### config.mk
export PLATFORM = sky130hd
export DESIGN_NAME = exec_unit
export DESIGN_NICKNAME = d
export VERILOG_FILES = /design/src/hdl/exec_pkg.sv /design/src/hdl/exec_alu.sv /design/src/hdl/exec_control.sv /design/src/hdl/exec_regfile.sv /design/src/hdl/exec_unit.sv
export SDC_FILE = /design/constraint.sdc
export NUM_CORES = 2
export LEC_CHECK = 0
export BUFFER_PORTS_ARGS = -buffer_cell sky130_fd_sc_hd__buf_2
export CORE_MARGIN = 2
export CORE_UTILIZATION = 57
export CTS_CLUSTER_SIZE = 40
export DETAILED_ROUTE_END_ITERATION = 10
export PLACE_DENSITY_LB_ADDON = 0.05
export SKIP_LAST_GASP = 1
export SLEW_MARGIN = 40
export SYNTH_ARGS = -nofsm -noshare
export SYNTH_HDL_FRONTEND = slang
export SYNTH_SLANG_ARGS = --single-unit
### constraint.sdc
create_clock -name clk -period 8.1 [get_ports clk]
set_clock_uncertainty 0.2 [all_clocks]
set_input_delay 0.81 -clock clk [delete_from_list [all_inputs] [get_ports clk]]
set_output_delay 0.81 -clock clk [all_outputs]
set_load 0.01 [all_outputs]
### src/hdl/exec_pkg.sv
/*
 * Shared types and control-word layout for the execute stage.
 * Control word is 43 bits, fields packed from the top down as listed below.
 * ALU opcodes above XOR are undefined and yield zero with flags unchanged.
 */

package exec_pkg;

    localparam int DATA_W     = 32;
    localparam int REG_ADDR_W = 4;
    localparam int IMM_W      = 16;
    localparam int CTL_W      = 43;

    typedef logic [DATA_W-1:0]     word_t;
    typedef logic [REG_ADDR_W-1:0] reg_addr_t;
    typedef logic [IMM_W-1:0]      imm_t;
    typedef logic [CTL_W-1:0]      ctl_word_t;
    typedef logic [3:0]            nzcv_t;
    typedef logic [15:0]           cond_vec_t;

    // Control word fields, msb first
    localparam int CTL_ALUOP_HI = 42;
    localparam int CTL_ALUOP_LO = 39;
    localparam int CTL_IMM_HI   = 38;
    localparam int CTL_IMM_LO   = 23;
    localparam int CTL_RD_HI    = 22;
    localparam int CTL_RD_LO    = 19;
    localparam int CTL_RM_HI    = 18;
    localparam int CTL_RM_LO    = 15;
    localparam int CTL_RN_HI    = 14;
    localparam int CTL_RN_LO    = 11;
    localparam int CTL_SRC_HI   = 10;
    localparam int CTL_SRC_LO   = 9;
    localparam int CTL_DST_HI   = 8;
    localparam int CTL_DST_LO   = 7;
    localparam int CTL_FLAG     = 6;  // Update flags from ALU
    localparam int CTL_BRANCH   = 5;  // Conditional relative branch
    localparam int CTL_COND_HI  = 4;
    localparam int CTL_COND_LO  = 1;
    localparam int CTL_REV      = 0;  // Swap ALU operands

    typedef enum logic [3:0] {
        ALU_MOV = 4'd0,
        ALU_ADD = 4'd1,
        ALU_ADC = 4'd2,
        ALU_SUB = 4'd3,
        ALU_SBC = 4'd4,
        ALU_AND = 4'd5,
        ALU_OR  = 4'd6,
        ALU_XOR = 4'd7
    } alu_op_e;

    // Operand source
    typedef enum logic [1:0] {
        SRC_REG = 2'd0,  // rm op rn
        SRC_IMM = 2'd1,  // rm op imm
        SRC_STI = 2'd2,  // store rd to rm+imm
        SRC_STR = 2'd3   // store rd to rm+rn
    } src_sel_e;

    // Result destination
    typedef enum logic [1:0] {
        DST_NONE = 2'd0,
        DST_RD   = 2'd1,
        DST_LOAD = 2'd2,  // rd <- mem[rm op operand2]
        DST_RSV  = 2'd3   // Behaves as NONE
    } dest_sel_e;

    // NZCV in 31:28, condition vector in 15:0, both always-true bits set
    localparam word_t FLAGS_RESET = 32'h0000_8001;

    localparam reg_addr_t PC_REG = 4'd15;

endpackage

### src/hdl/exec_alu.sv
/*
 * Combinational ALU with NZCV generation and 16-bit branch-condition vector.
 * SUB/SBC report C as no-borrow. Logic ops and MOV clear C and V.
 * Undefined opcodes give zero and pass the incoming flags through.
 */

`timescale 1ns/100ps

module exec_alu
    import exec_pkg::*;
(
    input  word_t     a_i,
    input  word_t     b_i,
    input  alu_op_e   op_i,
    input  nzcv_t     fl_i,
    output word_t     result_o,
    output nzcv_t     nzcv_o,
    output cond_vec_t cond_o
);

    logic                is_sub;
    logic                cin;
    word_t               b_eff;
    logic [DATA_W:0]     sum;
    logic                ovf;
    logic                n, z, c, v;

    // Subtraction as a + ~b + carry
    assign is_sub = (op_i == ALU_SUB) || (op_i == ALU_SBC);
    assign b_eff  = is_sub ? ~b_i : b_i;
    assign cin    = (op_i == ALU_SUB) ? 1'b1 :
                    (op_i == ALU_ADC || op_i == ALU_SBC) ? fl_i[1] : 1'b0;
    assign sum    = {1'b0, a_i} + {1'b0, b_eff} + {{DATA_W{1'b0}}, cin};
    assign ovf    = (a_i[DATA_W-1] == b_eff[DATA_W-1]) &&
                    (sum[DATA_W-1] != a_i[DATA_W-1]);

    always_comb begin
        result_o = '0;
        nzcv_o   = fl_i;
        case (op_i)
            ALU_MOV: result_o = b_i;
            ALU_ADD, ALU_ADC, ALU_SUB, ALU_SBC: result_o = sum[DATA_W-1:0];
            ALU_AND: result_o = a_i & b_i;
            ALU_OR:  result_o = a_i | b_i;
            ALU_XOR: result_o = a_i ^ b_i;
            default: result_o = '0;
        endcase
        case (op_i)
            ALU_ADD, ALU_ADC, ALU_SUB, ALU_SBC:
                nzcv_o = {result_o[DATA_W-1], result_o == '0, sum[DATA_W], ovf};
            ALU_MOV, ALU_AND, ALU_OR, ALU_XOR:
                nzcv_o = {result_o[DATA_W-1], result_o == '0, 2'b00};
            default: nzcv_o = fl_i;
        endcase
    end

    assign {n, z, c, v} = nzcv_o;

    assign cond_o = {
        1'b1,            // Always
        z | (n ^ v),     // LE
        ~z & ~(n ^ v),   // GT
        n ^ v,           // LT
        ~(n ^ v),        // GE
        ~c | z,          // BE
        c & ~z,          // AB
        ~v,              // NV
        v,               // OV
        ~n,              // NS
        n,               // SS
        ~c,              // NC
        c,               // CS
        ~z,              // NE
        z,               // EQ
        1'b1             // Always
    };

endmodule

### src/hdl/exec_control.sv
/*
 * Execute sequencing: FSM, operand muxing, PC, flags and memory port.
 * Requests are taken only in IDLE. One memory strobe per access, then wait
 * for ack; the memory side is assumed never to refuse a strobe.
 * Branch condition is sampled from the flags at acceptance.
 */

`timescale 1ns/100ps

module exec_control
    import exec_pkg::*;
#(
    parameter word_t RESET_PC = '0
) (
    input  logic      clk,
    input  logic      reset,
    input  logic      req_i,
    input  ctl_word_t ctl_i,
    output logic      rdy_o,
    output logic      flush_o,
    output word_t     newpc_o,
    output word_t     mem_addr_o,
    output word_t     mem_wdata_o,
    output logic      mem_we_o,
    output logic      mem_stb_o,
    input  logic      mem_ack_i,
    input  word_t     mem_rdata_i,
    output reg_addr_t ra_o,
    output reg_addr_t rb_o,
    input  word_t     rdata_a_i,
    input  word_t     rdata_b_i,
    output logic      we_o,
    output reg_addr_t wa_o,
    output word_t     wd_o,
    output word_t     op_a_o,
    output word_t     op_b_o,
    output alu_op_e   alu_op_o,
    output nzcv_t     fl_o,
    input  word_t     result_i,
    input  nzcv_t     nzcv_i,
    input  cond_vec_t cond_i
);

    typedef enum logic [2:0] {
        IDLE, TB1, TR1, TR2, TM1, TM2, TW2
    } exec_state_e;

    exec_state_e state;
    ctl_word_t   r_ctl, ctl;
    word_t       pc, flags, r_rdata;
    logic        busy;  // Strobe issued, ack pending

    imm_t        imm;
    reg_addr_t   rd, rm, rn;
    logic [3:0]  cond_idx;
    src_sel_e    src;
    dest_sel_e   dest;
    logic        is_store, use_imm, alu_write, jump;
    word_t       a_val, b_val, op2, br_target;

    // Live control word while idle, latched copy afterwards
    assign ctl      = (state == IDLE) ? ctl_i : r_ctl;
    assign imm      = ctl[CTL_IMM_HI:CTL_IMM_LO];
    assign rd       = ctl[CTL_RD_HI:CTL_RD_LO];
    assign rm       = ctl[CTL_RM_HI:CTL_RM_LO];
    assign rn       = ctl[CTL_RN_HI:CTL_RN_LO];
    assign cond_idx = ctl[CTL_COND_HI:CTL_COND_LO];
    assign src      = src_sel_e'(ctl[CTL_SRC_HI:CTL_SRC_LO]);
    assign dest     = dest_sel_e'(ctl[CTL_DST_HI:CTL_DST_LO]);

    assign is_store = (src == SRC_STI) || (src == SRC_STR);
    assign use_imm  = (src == SRC_IMM) || (src == SRC_STI);

    assign rdy_o = (state == IDLE);

    // Store data comes through port A in TR1
    assign ra_o  = (state == TR1 && is_store) ? rd : rm;
    assign rb_o  = rn;
    assign a_val = (ra_o == PC_REG) ? pc : rdata_a_i;  // r15 reads the PC
    assign b_val = (rb_o == PC_REG) ? pc : rdata_b_i;
    assign op2   = use_imm ? {{(DATA_W-IMM_W){1'b0}}, imm} : b_val;

    assign op_a_o   = ctl[CTL_REV] ? op2 : a_val;
    assign op_b_o   = ctl[CTL_REV] ? a_val : op2;
    assign alu_op_o = is_store ? ALU_ADD : alu_op_e'(ctl[CTL_ALUOP_HI:CTL_ALUOP_LO]);
    assign fl_o     = flags[31:28];

    assign br_target = pc + {{(DATA_W-IMM_W){imm[IMM_W-1]}}, imm} - 32'd4;

    // Result writeback from ALU (TR1) or load data (TW2)
    assign alu_write = (state == TR1) && !is_store && (dest == DST_RD);
    assign wa_o      = rd;
    assign wd_o      = (state == TW2) ? r_rdata : result_i;
    assign we_o      = (alu_write || state == TW2) && (rd != PC_REG);
    assign jump      = (alu_write || state == TW2) && (rd == PC_REG);

    always_ff @(posedge clk) begin
        if (reset) begin
            state     <= IDLE;
            pc        <= RESET_PC;
            flags     <= FLAGS_RESET;
            flush_o   <= 1'b0;
            mem_stb_o <= 1'b0;
            mem_we_o  <= 1'b0;
            busy      <= 1'b0;
        end else begin
            flush_o <= (state == TB1) || jump;  // Single-cycle pulse
            case (state)
                IDLE: if (req_i) begin
                    pc <= pc + 32'd4;
                    if (ctl[CTL_BRANCH]) begin
                        state <= flags[cond_idx] ? TB1 : IDLE;
                    end else begin
                        state <= TR1;
                    end
                end
                TB1: begin
                    pc    <= br_target;
                    state <= IDLE;
                end
                TR1: begin
                    if (alu_write && ctl[CTL_FLAG]) begin
                        flags <= {nzcv_i, 12'b0, cond_i};
                    end
                    if (jump) pc <= wd_o;
                    if (is_store)
                        state <= TR2;
                    else if (dest == DST_LOAD)
                        state <= TM1;
                    else
                        state <= IDLE;
                end
                TR2: state <= TM2;
                TM1, TM2: begin
                    if (!busy) begin
                        mem_stb_o <= 1'b1;
                        mem_we_o  <= (state == TM2);
                        busy      <= 1'b1;
                    end else begin
                        mem_stb_o <= 1'b0;
                        if (mem_ack_i) begin
                            busy     <= 1'b0;
                            mem_we_o <= 1'b0;
                            state    <= (state == TM1) ? TW2 : IDLE;
                        end
                    end
                end
                TW2: begin
                    if (jump) pc <= wd_o;
                    state <= IDLE;
                end
                default: state <= IDLE;
            endcase
        end
    end

    // Datapath registers
    always_ff @(posedge clk) begin
        if (state == IDLE && req_i) r_ctl <= ctl_i;
        if (state == TB1) newpc_o <= br_target;
        if (jump) newpc_o <= wd_o;
        if (state == TR1) begin
            if (is_store)
                mem_wdata_o <= a_val;
            else if (dest == DST_LOAD)
                mem_addr_o <= result_i;  // Load address
        end
        if (state == TR2) mem_addr_o <= result_i;  // Store address
        if (state == TM1 && busy && mem_ack_i) r_rdata <= mem_rdata_i;
    end

endmodule

### src/hdl/exec_regfile.sv
/*
 * General registers r0..r14, two async reads and one sync write.
 * Index 15 is not stored and reads as zero; the PC lives in exec_control.
 */

`timescale 1ns/100ps

module exec_regfile
    import exec_pkg::*;
(
    input  logic      clk,
    input  logic      reset,
    input  reg_addr_t ra_i,
    input  reg_addr_t rb_i,
    output word_t     rdata_a_o,
    output word_t     rdata_b_o,
    input  logic      we_i,
    input  reg_addr_t wa_i,
    input  word_t     wd_i
);

    localparam int NUM_REGS = 15;

    word_t regs [0:NUM_REGS-1];

    // Index 15 falls outside the array
    assign rdata_a_o = (ra_i == PC_REG) ? '0 : regs[ra_i];
    assign rdata_b_o = (rb_i == PC_REG) ? '0 : regs[rb_i];

    always_ff @(posedge clk) begin
        if (reset) begin
            for (int i = 0; i < NUM_REGS; i++) begin
                regs[i] <= '0;
            end
        end else if (we_i && wa_i != PC_REG) begin
            regs[wa_i] <= wd_i;
        end
    end

endmodule

### src/hdl/exec_unit.sv
/*
 * Execute stage top level. Decode handshake is req/rdy, memory is stb/ack.
 * RESET_PC sets the program counter after reset.
 */

`timescale 1ns/100ps

module exec_unit
    import exec_pkg::*;
#(
    parameter word_t RESET_PC = '0
) (
    input  logic      clk,
    input  logic      reset,
    input  logic      req_i,
    input  ctl_word_t ctl_i,
    output logic      rdy_o,
    output logic      flush_o,
    output word_t     newpc_o,
    output word_t     mem_addr_o,
    output word_t     mem_wdata_o,
    output logic      mem_we_o,
    output logic      mem_stb_o,
    input  logic      mem_ack_i,
    input  word_t     mem_rdata_i
);

    reg_addr_t ra, rb, wa;
    word_t     rdata_a, rdata_b, wd;
    logic      we;
    word_t     op_a, op_b, result;
    alu_op_e   alu_op;
    nzcv_t     fl, nzcv;
    cond_vec_t cond;

    exec_control #(
        .RESET_PC (RESET_PC)
    ) u_control (
        .clk         (clk),
        .reset       (reset),
        .req_i       (req_i),
        .ctl_i       (ctl_i),
        .rdy_o       (rdy_o),
        .flush_o     (flush_o),
        .newpc_o     (newpc_o),
        .mem_addr_o  (mem_addr_o),
        .mem_wdata_o (mem_wdata_o),
        .mem_we_o    (mem_we_o),
        .mem_stb_o   (mem_stb_o),
        .mem_ack_i   (mem_ack_i),
        .mem_rdata_i (mem_rdata_i),
        .ra_o        (ra),
        .rb_o        (rb),
        .rdata_a_i   (rdata_a),
        .rdata_b_i   (rdata_b),
        .we_o        (we),
        .wa_o        (wa),
        .wd_o        (wd),
        .op_a_o      (op_a),
        .op_b_o      (op_b),
        .alu_op_o    (alu_op),
        .fl_o        (fl),
        .result_i    (result),
        .nzcv_i      (nzcv),
        .cond_i      (cond)
    );

    exec_regfile u_regfile (
        .clk       (clk),
        .reset     (reset),
        .ra_i      (ra),
        .rb_i      (rb),
        .rdata_a_o (rdata_a),
        .rdata_b_o (rdata_b),
        .we_i      (we),
        .wa_i      (wa),
        .wd_i      (wd)
    );

    exec_alu u_alu (
        .a_i      (op_a),
        .b_i      (op_b),
        .op_i     (alu_op),
        .fl_i     (fl),
        .result_o (result),
        .nzcv_o   (nzcv),
        .cond_o   (cond)
    );

endmodule

Word level (Yosys, flattened, before mapping)
Memory sizes are Yosys's and may differ from the RTL's.
Index checks and enable logic that the tools add are counted.
Word-level totals
  input bits: 79
  bits in writable memories: 480
  register bits: 228
  memories kept: 1
Operators by class
  add/subtract/negate cells: 5
  bitwise gates (word level): 14
  reduce and logical (&&, ||, !) cells: 36
  equality and inequality tests: 30
  multiplexer cells: 47
  magnitude comparators: 1
Memories
  u_regfile.regs: depth 15, width 32, rd ports 2, clocked after Yosys merged registers in 0, write ports 15, line exec_regfile.sv:24  | word_t regs [0:NUM_REGS-1];
Operator list (count)
  2-to-1 mux 32 bit: 16
  one-hot mux 32 bit (5 select lines): 1
  one-hot mux 32 bit (3 select lines): 1
  2-to-1 mux 43 bit: 1
  adder 32 x 32 -> 33 bit: 1
  adder 33 x 1 -> 33 bit: 1
  adder 32 x 3 -> 32 bit (second input constant): 1
  adder 32 bit: 1
  bitwise AND 32 bit: 1
  logical NOT 32 bit: 1
  NOT 32 bit: 1
  OR 32 bit: 1
  OR reduction 32 bit: 1
  subtractor 32 x 3 -> 32 bit (second input constant): 1
  XOR 32 bit: 1
  2-to-1 mux 3 bit: 7
  equality test 4 x 3 -> 1 bit (second input constant): 4
  2-to-1 mux 1 bit: 15
  equality test 4 bit (second input constant): 3
  2-to-1 mux 4 bit: 3
  one-hot mux 3 bit (4 select lines): 1
  logical AND 1 bit: 11
  equality test 3 bit (second input constant): 3
  AND reduction 3 bit: 3
  other kinds (27): 53

Longest topological paths before layout
  depth in word-level cells: 19
  depth in mapped cells: 31
  depth with buffers taken out: 25

Modules after synthesis
Synthesis repeated with hierarchy kept, for this count alone.
Second synthesis, totals
  cells, all modules: 4004
  area, all modules: 44427.6 um^2
By module, submodules not included
  exec_regfile: sequential area each 14413.8 um^2, times used 1, area an instance 25497.0 um^2, cells each 1837
  exec_control: sequential area each 6256.0 um^2, times used 1, area an instance 14078.5 um^2, cells each 1474
  exec_alu: sequential area each 0.0 um^2, times used 1, area an instance 4852.2 um^2, cells each 693

Least setup slack after synthesis
OpenSTA, ideal clock, no wires.
  path kind: reg2reg
  start: register u_control.state[2]
  end: register u_control.flags[30]
  buffers on the path: 5
  stages on the path, launching flop included: 30
  arrival time: 7.632 ns
  setup slack: 0.165 ns
  required time: 7.797 ns
  period minus slack after synthesis: 7.935 ns
  cells stage by stage: dfxtp_1 buf_2 nand4bb_1 inv_1 a21oi_2 nand2_1 buf_2 buf_2 buf_1 buf_1 a21oi_1 o21ai_0 o221a_2 a21oi_1 mux2i_1 xnor2_1 fa_1 fa_1 a211oi_1 o21ai_0 nand4_1 a31oi_1 a211oi_1 a211oi_1 or3_1 a311o_1 or4_1 nor4b_4 a21oi_1 a2111oi_2
On the way
  word-level cells in the longest chain between the ends: 16
  elaborated cells on any way between the ends: 49
Ends and longest elaborated chain
  start: declaration: line exec_control.sv:48  | exec_state_e state;
  start signal: assignment: line exec_control.sv:112  | state <= flags[cond_idx] ? TB1 : IDLE;
  start signal: assignment: line exec_control.sv:144  | state <= (state == TM1) ? TW2 : IDLE;
  logical NOT 3 bit: line exec_control.sv:62  | assign ctl = (state == IDLE) ? ctl_i : r_ctl;
  2-to-1 mux 43 bit: line exec_control.sv:62
  equality test 2 bit (on tied branches): line exec_control.sv:71, exec_control.sv:72
  logical OR 1 bit: line exec_control.sv:71  | assign is_store = (src == SRC_STI) || (src == SRC_STR);
  logical AND 1 bit: line exec_control.sv:77  | assign ra_o = (state == TR1 && is_store) ? rd : rm;
  2-to-1 mux 4 bit: line exec_control.sv:77
  memory read (15 x 32 bit) or equality test 4 bit (tied branches)
  2-to-1 mux 32 bit: line exec_control.sv:79  | assign a_val = (ra_o == PC_REG) ? pc : rdata_a_i;
  2-to-1 mux 32 bit: line exec_control.sv:84  | assign op_b_o = ctl[CTL_REV] ? a_val : op2;
  NOT 32 bit: line exec_alu.sv:30  | assign b_eff = is_sub ? ~b_i : b_i;
  2-to-1 mux 32 bit: line exec_alu.sv:30
  adder 32 x 32 -> 33 bit: line exec_alu.sv:33  | assign sum = {1'b0, a_i} + {1'b0, b_eff} + {{DATA_W{1'b0}}, cin};
  adder 33 x 1 -> 33 bit: line exec_alu.sv:33
  one-hot mux 32 bit (5 select lines) (*): line exec_alu.sv:40  | case (op_i)
  via result[30]: line exec_unit.sv:31  | word_t op_a, op_b, result;
  logical NOT 32 bit (*): line exec_alu.sv:50, exec_alu.sv:52
  one-hot mux 4 bit (2 select lines) (*): line exec_alu.sv:48  | case (op_i)
  end signal: assignment: line exec_control.sv:123  | flags <= {nzcv_i, 12'b0, cond_i};
  end: declaration: line exec_control.sv:50  | word_t pc, flags, r_rdata;
Mark *: on every way through the listed nets, which the timed path passes. The rest lies on a longest branch.
A chain may end at the register's enable or synchronous reset.

Final worst setup path
  start: register u_control.state[2]
  end: register u_control.flags[14]
On the way
  elaborated cells on any way between the ends: 54
RTL lines
  logical NOT 3 bit: line exec_control.sv:62
  2-to-1 mux 43 bit: line exec_control.sv:62
  equality test 2 bit (on tied branches): line exec_control.sv:71, exec_control.sv:72
  logical OR 1 bit: line exec_control.sv:71
  logical AND 1 bit: line exec_control.sv:77
  2-to-1 mux 4 bit: line exec_control.sv:77
  memory read (15 x 32 bit) or equality test 4 bit (tied branches)
  2-to-1 mux 32 bit: line exec_control.sv:79
  (+2 left out)
  2-to-1 mux 32 bit: line exec_alu.sv:30
  adder 32 x 32 -> 33 bit: line exec_alu.sv:33
  adder 33 x 1 -> 33 bit: line exec_alu.sv:33
  one-hot mux 32 bit (5 select lines) (*): line exec_alu.sv:40
  via result[30]: line exec_unit.sv:31
  logical NOT 32 bit (*): line exec_alu.sv:50, exec_alu.sv:52
  one-hot mux 4 bit (2 select lines) (*): line exec_alu.sv:48
  OR 1 bit (*): line exec_alu.sv:61  | z | (n ^ v),
Marked as above.

==> impl_metrics.ini <==
[status]
status = completed

[synth]
synthArstFlopShare_pct = 0
yosysWarningCount = 0
syn_area_per_cell_um2 = 9.77
synth-edff-count = 681
yosys-top-cells-area = edfxtp_1 (45%), nor2_1 (5.4%), mux2i_1 (5.0%), ha_1 (4.4%), nand2_1 (3.8%)
ys_ff_latch = 734
ys_seq_area_share_pct = 47.8
syn_inst = 4609
synth_ff_type = edfxtp_1
synth_top_cell_by_area = edfxtp_1
synth_cell_types = 99
syn_area_um2 = 45000
synth_top_area_share_pct = 45.4

[routing]
dr.pass1.iters = 7
ant_nets = 0
wl_per_cell_um = 34.1
drtIter0Drc = 8137
via_per_inst = 7.15
wirelength_um = 205000
remaining_drc_errors = 0
vias = 43115

[placement]
place_ws_ps = -53.6
place_area_um2 = 49300
dp_hpwl_um = 140000
gp_congestion = 1.09
io_buffers = 178

[power]
switching_share_pct = 45.9
ir_worst_vdd_v = 0.000272
p_switching_w = 0.00825
powerDensity_nw_per_um2 = 345
power_w = 0.0180
clkPwrFrac_pct = 21.1
comb_power_share_pct = 52.3
p_int_w = 0.00971
leakage_nw = 21.1
p_seq_share_pct = 26.6

[floorplanning]
io_pins = 179
start_util_pct = 57.3
core_um2 = 78600
fp.dieH_um = 285
die_x_um = 285
rows = 103
dieArea_um2 = 81200

[critical_path]
critPathLaunchType = flop
cp_common_cell = buf_4
worstPathArrival_ps = 8330
required_ps = 8460
crit_type = flop to flop
max_stage_delay_ps = 660
crit_path_end_kind = flop
slowest_stage = or4b_1
worst-path-max-fanout = 40

[final_layout]
nets = 5147
final_core_util_pct = 66.2
fin_area_um2 = 52000
layout-drive-gt1-share_pct = 17.0
syn_to_final_growth_pct = 15.6
nFillCells = 6291

[cts]
clock_sinks = 734
clk_latency_ps = 680
cts.htree.levels = 3
clkSlewWorstSetupHoldPaths_ps = 60
cts_tree = built
clockBufferDepth = 3
cts_buffers = 83
cts_root_buffer = clkbuf_16
hold_buffers = 0

[timing]
fmax_mhz = 125
maxSlewHeadroom_pct = 35.9
timing.final.crit_share_pct = 98.5
hold_viol = 0
fin_crit_ps = 7970
rsz0062_at_grt = false
worst_pin_slew_ps = 957
finalMaxSlewViolations = 0
fin_ws_ps = 125
setup_viol = 0
tns_ps = 0

[min_path]
hp-class = input pin to flop

[global_route]
grt_pass1_vias = 39890
grt_max_degree = 58
grt_pass1_wl_um = 287000
grt-ovfl-total = 0
grt_antenna_before_repair = 12
grt.total_usage_pct = 49.5

[flow_run]
drv_cap = 0
==> cells in the final DEF, fill, tap and decap left out, types with 53 or more instances in the layout <==
cell type	n
nand3_1	107
inv_1	234
mux2i_1	193
edfxtp_1	681
dfxtp_1	53
o21ai_0	169
nand2_1	443
a221oi_1	72
clkbuf_16	84
buf_2	181
a211oi_1	202
and3_1	136
xnor2_1	86
a21oi_1	156
a31oi_1	67
buf_4	345
nor2_1	644
ha_1	157
nor3_1	79
==> power by group through the flow <==
stage	Sequential, W	Combinational, W	Clock [W]
global placement	0.00483	0.00880	0
finish	0.00478	0.00940	0.00378
detailed placement	0.00484	0.00884	0
CTS	0.00476	0.00889	0.00377
global route	0.00479	0.00962	0.00390
floorplan	0.00476	0.00468	0
==> what timing repair did <==
| item | in CTS | in global routing |
|---|---|---|
| buffers inserted | 0 | 2 |
| setup endpoints to repair | 0 | 6 |
| resized for setup | 0 | 8 |
==> cells by family after synthesis <==
family | after synthesis | share of synthesized area (%)
and+or+nand+nor | 1627 | 16.3
AOI/OAI and AO/OA | 1102 | 17.2
DFF | 734 | 47.8
buffers and inverters | 605 | 5.40
muxes | 262 | 6.43
adders and majority gates | 160 | 4.50
xor gates and xnor gates | 118 | 2.30
other | 1 | 0.00833
==> sequential cells by signal, summed over array words and instances, names as in the netlist <==
| register | count |
|---|---|
| u_control.mem_addr_o | 32 |
| u_control.pc | 32 |
| u_control.r_rdata | 32 |
| u_control.state | 3 |
| u_control.mem_wdata_o | 32 |
| u_control.flush_o | 1 |
| u_regfile.regs | 512 |
| u_control.newpc_o | 32 |
| u_control.flags | 14 |
| u_control.busy | 1 |
| u_control.mem_we_o | 1 |
| u_control.r_ctl | 41 |
| u_control.mem_stb_o | 1 |
==> cell type report <==
| type | instances | area (um^2) | area share, % |
|---|---|---|---|
| tap | 1050 | 1310 | 2.53 |
| timing repair buffer | 552 | 4010 | 7.71 |
| clock inverter | 48 | 455 | 0.875 |
| antenna | 2 | 5.00 | 0.00962 |
| clock buffer | 104 | 2190 | 4.20 |
| multi-input combinational | 3301 | 21600 | 41.6 |
| inverter | 236 | 893 | 1.72 |
| sequential | 734 | 21500 | 41.3 |
==> path summary, 6_finish.rpt <==
check	from	to	slack (ps)	depth (start not counted)
setup reg to reg	u_control.state[2]	u_control.flags[14]	130	26
hold / removal	mem_rdata_i[16]	u_control.r_rdata[16]	110	1
setup / recovery	u_control.state[2]	u_control.flags[14]	130	26
hold reg to reg	u_control.flags[4]	u_control.flags[4]	250	2
==> cell usage after synthesis (12+ instances only) <==
cell	count
edfxtp_1	681
nor2_1	652
nand2_1	455
inv_1	235
clkbuf_1	227
mux2i_1	224
a211oi_1	204
o21ai_0	174
a21oi_1	157
ha_1	157
and3_1	136
nand3_1	107
buf_2	98
xnor2_1	86
nor3_1	84
a221oi_1	72
a31oi_1	67
dfxtp_1	53
a22oi_1	41
a21o_1	36
buf_1	36
o31ai_1	34
xor2_1	32
a311oi_1	30
o211ai_1	30
o22ai_1	30
o221ai_1	28
nand2b_1	26
o21a_1	24
nand4_1	22
mux4_2	19
o21bai_1	19
nor4_1	17
nor4b_1	17
or3_1	17
a211o_1	16
mux2_2	16
nor2b_1	13
o221a_2	13
or4_1	13
a21boi_0	12
a221o_1	12
o31a_1	12
==> stage by stage <==
step	hold WS (ps)	std cells
final	113	6027
after CTS	107	6022
after floorplan	236	4640
after detailed placement	249	5870
after global placement	247	5866
after global routing	111	6025
==> critical path: cells and delay by family (launching register included) <==
family / cells / cell delay, ps
buffers and inverters: 6 / 1310
AO/OA/AOI/OAI: 7 / 2170
AND/OR/NAND/NOR: 9 / 2830
multiplexers: 2 / 540
adder cells (fa/ha/maj): 1 / 330
flip-flops: 1 / 320
XOR/XNOR: 1 / 110
==> routing by layer <==
metal / track usage (%) / routed length (um)
met4: 36.1 / 19200
met2: 68.1 / 80800
met3: 15.2 / 34000
met1: 65.9 / 71200
met5: 0 / 128
No activity file was read; power rests on OpenSTA's default activity.
